$ cat src/verilog/rv_id_config.svh
`ifndef RV_ID_CONFIG_SVH
`define RV_ID_CONFIG_SVH

// Datapath and register file geometry
`define RV_XLEN   32
`define RV_NREGS  32
`define RV_REG_AW 5

// RV32I base opcodes handled by the decode stage
`define RV_OP_LUI    7'b0110111
`define RV_OP_AUIPC  7'b0010111
`define RV_OP_JAL    7'b1101111
`define RV_OP_JALR   7'b1100111
`define RV_OP_BRANCH 7'b1100011
`define RV_OP_LOAD   7'b0000011
`define RV_OP_STORE  7'b0100011
`define RV_OP_IMM    7'b0010011
`define RV_OP_REG    7'b0110011

// ADDI x0, x0, 0
`define RV_NOP 32'h0000_0013

`endif

$ cat src/verilog/rv_id_pkg.sv
`include "rv_id_config.svh"

package rv_id_pkg;

  typedef logic [`RV_XLEN-1:0] word_t;
  typedef logic [`RV_REG_AW-1:0] reg_addr_t;

  // Field views of one instruction word
  typedef struct packed {
    logic [6:0] funct7;
    reg_addr_t  rs2;
    reg_addr_t  rs1;
    logic [2:0] funct3;
    reg_addr_t  rd;
    logic [6:0] opcode;
  } r_view_t;

  typedef struct packed {
    logic [11:0] imm12;
    reg_addr_t   rs1;
    logic [2:0]  funct3;
    reg_addr_t   rd;
    logic [6:0]  opcode;
  } i_view_t;

  // B immediates are scattered over the same bits as S
  typedef struct packed {
    logic [6:0] imm_hi;
    reg_addr_t  rs2;
    reg_addr_t  rs1;
    logic [2:0] funct3;
    logic [4:0] imm_lo;
    logic [6:0] opcode;
  } s_view_t;

  // J immediates are scattered over the same bits as U
  typedef struct packed {
    logic [19:0] imm20;
    reg_addr_t   rd;
    logic [6:0]  opcode;
  } u_view_t;

  typedef union packed {
    r_view_t r;
    i_view_t i;
    s_view_t s;
    u_view_t u;
  } instr_u;

  typedef enum logic [2:0] {
    kind_i,
    kind_s,
    kind_b,
    kind_u,
    kind_j
  } imm_kind_e;

  typedef struct packed {
    instr_u instr;
    word_t  pc;
  } fetch_pkt_t;

  // Register write from a later stage, also used as a bypass source
  typedef struct packed {
    logic      reg_write;
    reg_addr_t rd;
    word_t     data;
  } wb_src_t;

  // alu_a_src is 0 for rs1, 1 for pc, 2 for zero
  // alu_b_src is 0 for rs2, 1 for imm
  // res_src is 0 for ALU, 1 for load data, 2 for pc + 4
  typedef struct packed {
    logic       reg_write;
    logic       mem_read;
    logic       mem_write;
    logic [1:0] alu_a_src;
    logic       alu_b_src;
    logic [1:0] res_src;
    logic       is_branch;
    logic       is_jal;
    logic       is_jalr;
    logic       trap;
  } ctrl_t;

  typedef struct packed {
    ctrl_t      ctrl;
    reg_addr_t  rd;
    reg_addr_t  rs1;
    reg_addr_t  rs2;
    logic [2:0] funct3;
    logic [6:0] funct7;
    word_t      rs1_data;
    word_t      rs2_data;
    word_t      imm;
    word_t      pc;
    logic       pred_taken;
  } id_ex_t;

endpackage

$ cat src/verilog/rv_decoder.sv
`include "rv_id_config.svh"

module rv_decoder (
  input  rv_id_pkg::instr_u    instr,
  output rv_id_pkg::ctrl_t     ctrl,
  output rv_id_pkg::imm_kind_e imm_kind,
  output logic                 rs1_used,
  output logic                 rs2_used
);
  import rv_id_pkg::*;

  always_comb begin
    ctrl     = '0;
    imm_kind = kind_i;
    rs1_used = 1'b0;
    rs2_used = 1'b0;

    case (instr.r.opcode)
      `RV_OP_LUI: begin
        // zero + imm, so rs1 field is not a source
        ctrl.reg_write = 1'b1;
        ctrl.alu_a_src = 2'd2;
        ctrl.alu_b_src = 1'b1;
        imm_kind       = kind_u;
      end
      `RV_OP_AUIPC: begin
        ctrl.reg_write = 1'b1;
        ctrl.alu_a_src = 2'd1;
        ctrl.alu_b_src = 1'b1;
        imm_kind       = kind_u;
      end
      `RV_OP_JAL: begin
        ctrl.reg_write = 1'b1;
        ctrl.alu_a_src = 2'd1;
        ctrl.alu_b_src = 1'b1;
        ctrl.res_src   = 2'd2;
        ctrl.is_jal    = 1'b1;
        imm_kind       = kind_j;
      end
      `RV_OP_JALR: begin
        ctrl.reg_write = 1'b1;
        ctrl.alu_b_src = 1'b1;
        ctrl.res_src   = 2'd2;
        ctrl.is_jalr   = 1'b1;
        rs1_used       = 1'b1;
      end
      `RV_OP_BRANCH: begin
        // Compare rs1 against rs2, target comes from pc + imm
        ctrl.is_branch = 1'b1;
        imm_kind       = kind_b;
        rs1_used       = 1'b1;
        rs2_used       = 1'b1;
      end
      `RV_OP_LOAD: begin
        ctrl.reg_write = 1'b1;
        ctrl.mem_read  = 1'b1;
        ctrl.alu_b_src = 1'b1;
        ctrl.res_src   = 2'd1;
        rs1_used       = 1'b1;
      end
      `RV_OP_STORE: begin
        ctrl.mem_write = 1'b1;
        ctrl.alu_b_src = 1'b1;
        imm_kind       = kind_s;
        rs1_used       = 1'b1;
        rs2_used       = 1'b1;
      end
      `RV_OP_IMM: begin
        ctrl.reg_write = 1'b1;
        ctrl.alu_b_src = 1'b1;
        rs1_used       = 1'b1;
      end
      `RV_OP_REG: begin
        ctrl.reg_write = 1'b1;
        rs1_used       = 1'b1;
        rs2_used       = 1'b1;
      end
      default: begin
        // Illegal opcode, no architectural side effects
        ctrl.trap = 1'b1;
      end
    endcase
  end

endmodule

$ cat src/verilog/rv_id_ex_reg.sv
`include "rv_id_config.svh"

module rv_id_ex_reg (
  input  logic              clk,
  input  logic              rst_n,
  input  logic              flush,
  input  logic              id_valid,
  input  rv_id_pkg::id_ex_t id_pkt,
  input  logic              ex_ready,
  output logic              id_ready,
  output logic              ex_valid,
  output rv_id_pkg::id_ex_t ex_pkt
);
  import rv_id_pkg::*;

  localparam instr_u nop_instr = `RV_NOP;

  id_ex_t nop_pkt;

  // Decode of ADDI x0, x0, 0 loaded as the bubble payload
  always_comb begin
    nop_pkt                = '0;
    nop_pkt.ctrl.reg_write = 1'b1;
    nop_pkt.ctrl.alu_b_src = 1'b1;
    nop_pkt.rd             = nop_instr.i.rd;
    nop_pkt.rs1            = nop_instr.i.rs1;
    nop_pkt.rs2            = nop_instr.r.rs2;
    nop_pkt.funct3         = nop_instr.i.funct3;
    nop_pkt.funct7         = nop_instr.r.funct7;
    nop_pkt.imm            = {{(`RV_XLEN-12){nop_instr.i.imm12[11]}}, nop_instr.i.imm12};
  end

  // Slot is free when empty or draining this cycle
  assign id_ready = !ex_valid || ex_ready;

  always_ff @(posedge clk) begin
    if (!rst_n) begin
      ex_valid <= 1'b0;
    end else if (flush) begin
      ex_valid <= 1'b0;
    end else if (id_ready) begin
      ex_valid <= id_valid;
    end
  end

  always_ff @(posedge clk) begin
    if (flush) begin
      ex_pkt <= nop_pkt;
    end else if (id_ready) begin
      ex_pkt <= id_pkt;
    end
  end

endmodule

$ cat src/verilog/rv_id_stage.sv
module rv_id_stage (
  input  logic                  clk,
  input  logic                  rst_n,
  input  logic                  flush,
  input  logic                  id_valid,
  input  rv_id_pkg::fetch_pkt_t fetch,
  input  rv_id_pkg::wb_src_t    mem_fwd,
  input  rv_id_pkg::wb_src_t    wb_fwd,
  input  logic                  ex_ready,
  output logic                  id_ready,
  output logic                  pred_taken,
  output rv_id_pkg::word_t      pred_target,
  output logic                  ex_valid,
  output rv_id_pkg::id_ex_t     ex_pkt
);
  import rv_id_pkg::*;

  ctrl_t     ctrl;
  imm_kind_e imm_kind;
  logic      rs1_used;
  logic      rs2_used;
  reg_addr_t rs1;
  reg_addr_t rs2;
  word_t     rf_rs1_data;
  word_t     rf_rs2_data;
  word_t     rs1_val;
  word_t     rs2_val;
  word_t     imm;
  id_ex_t    id_pkt;

  // Register fields sit at fixed positions in every format
  assign rs1 = fetch.instr.r.rs1;
  assign rs2 = fetch.instr.r.rs2;

  rv_decoder decoder_inst (
    .instr    (fetch.instr),
    .ctrl     (ctrl),
    .imm_kind (imm_kind),
    .rs1_used (rs1_used),
    .rs2_used (rs2_used)
  );

  rv_regfile regfile_inst (
    .clk      (clk),
    .rs1      (rs1),
    .rs2      (rs2),
    .wb       (wb_fwd),
    .rs1_data (rf_rs1_data),
    .rs2_data (rf_rs2_data)
  );

  rv_operand_fwd operand_fwd_inst (
    .rs1         (rs1),
    .rs2         (rs2),
    .rs1_used    (rs1_used),
    .rs2_used    (rs2_used),
    .rf_rs1_data (rf_rs1_data),
    .rf_rs2_data (rf_rs2_data),
    .mem_fwd     (mem_fwd),
    .wb_fwd      (wb_fwd),
    .rs1_val     (rs1_val),
    .rs2_val     (rs2_val)
  );

  rv_imm_bpred imm_bpred_inst (
    .fetch       (fetch),
    .imm_kind    (imm_kind),
    .is_branch   (ctrl.is_branch),
    .is_jal      (ctrl.is_jal),
    .imm         (imm),
    .pred_taken  (pred_taken),
    .pred_target (pred_target)
  );

  always_comb begin
    id_pkt.ctrl       = ctrl;
    id_pkt.rd         = fetch.instr.r.rd;
    id_pkt.rs1        = rs1;
    id_pkt.rs2        = rs2;
    id_pkt.funct3     = fetch.instr.r.funct3;
    id_pkt.funct7     = fetch.instr.r.funct7;
    id_pkt.rs1_data   = rs1_val;
    id_pkt.rs2_data   = rs2_val;
    id_pkt.imm        = imm;
    id_pkt.pc         = fetch.pc;
    id_pkt.pred_taken = pred_taken;
  end

  rv_id_ex_reg id_ex_reg_inst (
    .clk      (clk),
    .rst_n    (rst_n),
    .flush    (flush),
    .id_valid (id_valid),
    .id_pkt   (id_pkt),
    .ex_ready (ex_ready),
    .id_ready (id_ready),
    .ex_valid (ex_valid),
    .ex_pkt   (ex_pkt)
  );

endmodule

$ cat src/verilog/rv_imm_bpred.sv
`include "rv_id_config.svh"

module rv_imm_bpred (
  input  rv_id_pkg::fetch_pkt_t fetch,
  input  rv_id_pkg::imm_kind_e  imm_kind,
  input  logic                  is_branch,
  input  logic                  is_jal,
  output rv_id_pkg::word_t      imm,
  output logic                  pred_taken,
  output rv_id_pkg::word_t      pred_target
);
  import rv_id_pkg::*;

  instr_u instr;
  logic   sign;

  assign instr = fetch.instr;
  // Bit 31 is the sign of every immediate format
  assign sign  = instr.r.funct7[6];

  always_comb begin
    case (imm_kind)
      kind_i: imm = {{(`RV_XLEN-12){sign}}, instr.i.imm12};
      kind_s: imm = {{(`RV_XLEN-12){sign}}, instr.s.imm_hi, instr.s.imm_lo};
      kind_b: begin
        imm = {{(`RV_XLEN-12){sign}}, instr.s.imm_lo[0], instr.s.imm_hi[5:0],
               instr.s.imm_lo[4:1], 1'b0};
      end
      kind_u: imm = {instr.u.imm20, 12'b0};
      kind_j: begin
        imm = {{(`RV_XLEN-20){sign}}, instr.u.imm20[7:0], instr.u.imm20[8],
               instr.u.imm20[18:9], 1'b0};
      end
      default: imm = '0;
    endcase
  end

  // Static BTFNT, JAL always taken, JALR left to execute
  assign pred_taken  = is_jal || (is_branch && imm[`RV_XLEN-1]);
  assign pred_target = fetch.pc + imm;

endmodule

$ cat src/verilog/rv_operand_fwd.sv
module rv_operand_fwd (
  input  rv_id_pkg::reg_addr_t rs1,
  input  rv_id_pkg::reg_addr_t rs2,
  input  logic                 rs1_used,
  input  logic                 rs2_used,
  input  rv_id_pkg::word_t     rf_rs1_data,
  input  rv_id_pkg::word_t     rf_rs2_data,
  input  rv_id_pkg::wb_src_t   mem_fwd,
  input  rv_id_pkg::wb_src_t   wb_fwd,
  output rv_id_pkg::word_t     rs1_val,
  output rv_id_pkg::word_t     rs2_val
);
  import rv_id_pkg::*;

  // Youngest producer wins, MEM ahead of WB
  function automatic word_t bypass(
    input reg_addr_t src,
    input logic      used,
    input word_t     rf_val,
    input wb_src_t   mem,
    input wb_src_t   wb
  );
    word_t value;
    value = rf_val;
    if (used && src != '0) begin
      if (mem.reg_write && mem.rd == src) begin
        value = mem.data;
      end else if (wb.reg_write && wb.rd == src) begin
        value = wb.data;
      end
    end
    return value;
  endfunction

  assign rs1_val = bypass(rs1, rs1_used, rf_rs1_data, mem_fwd, wb_fwd);
  assign rs2_val = bypass(rs2, rs2_used, rf_rs2_data, mem_fwd, wb_fwd);

endmodule

$ cat src/verilog/rv_regfile.sv
`include "rv_id_config.svh"

module rv_regfile (
  input  logic                 clk,
  input  rv_id_pkg::reg_addr_t rs1,
  input  rv_id_pkg::reg_addr_t rs2,
  input  rv_id_pkg::wb_src_t   wb,
  output rv_id_pkg::word_t     rs1_data,
  output rv_id_pkg::word_t     rs2_data
);
  import rv_id_pkg::*;

  // x0 has no storage
  word_t regs [1:`RV_NREGS-1];

  // Same-cycle write returns the new data
  function automatic word_t read_port(input reg_addr_t addr);
    word_t value;
    if (addr == '0) begin
      value = '0;
    end else if (wb.reg_write && wb.rd == addr) begin
      value = wb.data;
    end else begin
      value = regs[addr];
    end
    return value;
  endfunction

  always_ff @(posedge clk) begin
    if (wb.reg_write && wb.rd != '0) begin
      regs[wb.rd] <= wb.data;
    end
  end

  always_comb begin
    rs1_data = read_port(rs1);
    rs2_data = read_port(rs2);
  end

endmodule
$ cat config.mk
export PLATFORM = sky130hd
export DESIGN_NAME = rv_id_stage
export DESIGN_NICKNAME = d
export VERILOG_FILES = /design/src/verilog/rv_id_pkg.sv /design/src/verilog/rv_decoder.sv /design/src/verilog/rv_id_ex_reg.sv /design/src/verilog/rv_id_stage.sv /design/src/verilog/rv_imm_bpred.sv /design/src/verilog/rv_operand_fwd.sv /design/src/verilog/rv_regfile.sv
export VERILOG_INCLUDE_DIRS = /design/src /design/src/verilog
export SDC_FILE = /design/constraint.sdc
export NUM_CORES = 2
export LEC_CHECK = 0
export ABC_AREA = 0
export BUFFER_PORTS_ARGS = -buffer_cell sky130_fd_sc_hd__buf_2
export CORE_AREA = 2 2 320 322
export DETAILED_ROUTE_END_ITERATION = 8
export DIE_AREA = 0 0 322 324
export GPL_ROUTABILITY_DRIVEN = 1
export HOLD_SLACK_MARGIN = 0.08
export PLACE_DENSITY = 0.76
export SYNTH_ARGS = -nofsm -noshare
export SYNTH_HDL_FRONTEND = slang
export SYNTH_SLANG_ARGS = --single-unit
$ cat constraint.sdc
create_clock -name clk -period 5 [get_ports clk]
set_input_delay 1 -clock clk [delete_from_list [all_inputs] [get_ports clk]]
set_output_delay 1 -clock clk [all_outputs]
set_load 0.01 [all_outputs]
==> out/results.ini <==
[global_route]
antenna_found_initial = 10
use_met2_pct = 49.05
grt-busiest-layer = met2
grt_pass1_wl_um = 234600
grt_max_degree = 169
grt_use_met3_pct = 7.167
met1_usage_pct = 41.61
grt_pass1_vias = 34870
overflow = 0
grtUsageTotal_pct = 31.16

[cells_and_area]
num-nets-final = 3982
drive_gt1_share_pct = 34.31
final_cell_mix = edfxtp_1 (992), mux4_2 (464), buf_2 (332)
area_delta_synth_final_pct = 15.52
nFillCells = 6936
final_common_cell = edfxtp_1
fin_area_mm2 = 0.06370
final_core_util_pct = 63.07

[drt]
vias_per_cell = 6.902
drc = 0
wl_per_cell_um = 31.38
drt-total-wl_um = 163700
vias = 36010
postRouteAntennaNets = 0
firstDrtPassIters = 6
drtIter0Drc = 5090

[timing]
hold_viol_final = 0
slew_viol_final = 0
finClkSkew_ns = 0.04193
fin_crit_ns = 5.223
max_freq_ghz = 0.1914
layout_setup_ws_ns = -0.2234
rsz0062_at_grt = yes
post-route-period-util_pct = 104.5
finalSetupViolCount = 11
worst_pin_slew_ns = 1.110
maxSlewHeadroom_pct = 26.03

[critical_path]
crit_chain = buf_6 > nand2b_4 > buf_6 > or4_4 > buf_6 > nand2_2 > o21ai_2 > ha_1 > o211ai_1 > a21oi_4 > o21ai_4 > a21boi_2 > o211ai_1 > a311oi_2 > buf_4 > a2111o_1 > nand3_1 > buf_2
critPathBufInv = 5
path_max_fanout = 5
reg2reg_setup_slack_ns = 2.47
start_kind = input port
crit_path_max_incr_delay_ns = 0.47
crit_arrival_ns = 4.22
setup.worst_path.end_class = primary output
cp_top_family = compound AO/OA/AOI/OAI gates
cp_slowest_cell = or4_4
cp_common_cell = buf_6
required_ns = 4.00
path_class = input port to primary output

[outcome]
violations = negative setup slack
status = complete, but fails checks

[floorplanning]
io-pin-count = 346
start_util_pct = 54.59
coreArea_mm2 = 0.1010
die_y_um = 324
die_w_um = 322
num_rows = 117
dieArea_mm2 = 0.1043

[pwr]
p_sw_mw = 5.285
p_int_mw = 16.76
p_sw_share_pct = 23.97
p_clk_share_pct = 39.5
power_density_mw_per_mm2 = 346.1
p_comb_share_pct = 11.6
ir_drop_uv = 303.4
power_leakage_nw = 22.30
sequentialPowerShare_pct = 49.0

[cts]
cts_hold_buf = 0
clock_latency_ns = 0.72
htreeDepth = 3
cts.root.buffer_cell = clkbuf_16
cts_buffers = 113
cts_tree = yes
clock_sinks = 1159
clk_pin_slew_ns = 0.06
clock_path_buffers = 3

[synth]
synthDistinctLibCells = 72
synth_area_mm2 = 0.05514
muxShareOfSynthArea_pct = 24.91
synth_compound_area_share_pct = 6.163
synth_nets = 3568
ys_ff_latch = 1159
ys_async_sr_fraction_pct = 0
synth_ff_type = edfxtp_1
yosys_warnings = 0
syn_inst = 3391
synth_top_family_by_area = multiplexers
yosysSeqAreaShare_pct = 60.08
post_synth_xor_area_fraction_pct = 0.7465
synthAdderAreaFrac_pct = 0.7397
synth-simple-area-share_pct = 4.558
syn_area_per_cell_um2 = 16.26
synth-edff-count = 992

[placed_design]
dp_hpwl_um = 96680
gp_congestion = 0.9554
dpl-instance-area_mm2 = 0.05928
portBuffers = 345

[min_path]
hold_class = register to register

[flow_run]
maxCapViolations = 0

timing repair:
item | 4_1_cts | 5_1_grt
pin swaps | 29 | 33
setup buffers | 13 | 7
gates resized for setup | 49 | 51
setup endpoints to repair | 24 | 21
cloned | 1 | 0
cell type report:
class                   instances  area [µm²]  area share [%]
repair buffers                569        3857           6.055
clock inverters                63       674.4           1.059
flip-flops and latches       1159       33130           52.01
multi-input cells            1947       21180           33.25
well taps                    1309        1638           2.571
inverters                      15       60.06         0.09428
diodes                          5       12.51         0.01964
clock buffers                 150        3151           4.946
registers in the layout (all words and copies together) (netlist names):
name and flops:
regfile_inst.regs 992, id_ex_reg_inst.ex_pkt 166, id_ex_reg_inst.ex_valid 1
cell families after synthesis:
group	Yosys count
DFF	1159
and+or+nand+nor	573
muxes	735
xor gates and xnor gates	47
AOI/OAI and AO/OA	560
buffers and inverters	285
adders and majority gates	32
metrics by stage:
stage / TNS [ns] / setup slack [ns] / power, mW / hold WS, ns / instances
floorplan: -0.006656 / -0.006656 / 12.47 / 0.4707 / 3391
global placement: -6.049 / -0.5581 / 13.40 / 0.4343 / 4981
detailed placement: -6.932 / -0.6011 / 13.43 / 0.4403 / 4981
CTS: -1.064 / -0.1835 / 22.04 / 0.4494 / 5208
global route: -3.283 / -0.3620 / 22.64 / 0.4598 / 5216
finish: -1.365 / -0.2234 / 22.05 / 0.4477 / 5217
power by group through the flow:
stage                     Sequential (mW)  Combinational [mW]  Clock (mW)
after floorplan                      11.0                1.44           0
after global placement               11.0                2.41           0
after detailed placement             11.0                2.43           0
after CTS                            10.8                2.48        8.76
after global routing                 10.8                2.71        9.12
final                                10.8                2.55        8.70
path summary, 6_finish.rpt:
check                            start                    endpoint  cells after the start
max reg2reg    regfile_inst.regs[5][7]  id_ex_reg_inst.ex_pkt[104]                      6
min          id_ex_reg_inst.ex_pkt[30]   id_ex_reg_inst.ex_pkt[30]                      2
min reg2reg  id_ex_reg_inst.ex_pkt[30]   id_ex_reg_inst.ex_pkt[30]                      2
max                          fetch[36]             pred_target[28]                     18
worst reg2reg max path, stage by stage, from the launching register on:
cell	delay, ns
edfxtp_1	0.39
mux4_1	0.53
mux4_2	0.53
mux2i_1	0.18
nor2_1	0.06
a21oi_1	0.54
o22ai_1	0.15
Yosys cell counts (all sizes together), types with 62 or more instances:
cell,count,area share [%]
a21oi,250,2.3
buf,135,1.8
o21ai,62,0.56
clkbuf,133,0.91
o22ai,68,0.77
nand2,212,1.4
edfxtp,992,54
nor2,199,1.4
dfxtp,167,6.1
a22oi,91,1.2
mux4,499,21
mux2i,232,4.2
routing by layer:
metal	wire (µm)	share of wire, %
met5	113	0.069
met4	8049	4.9
met3	20110	12
met2	77330	47
met1	58080	35
(Power assumes the default switching activity.)
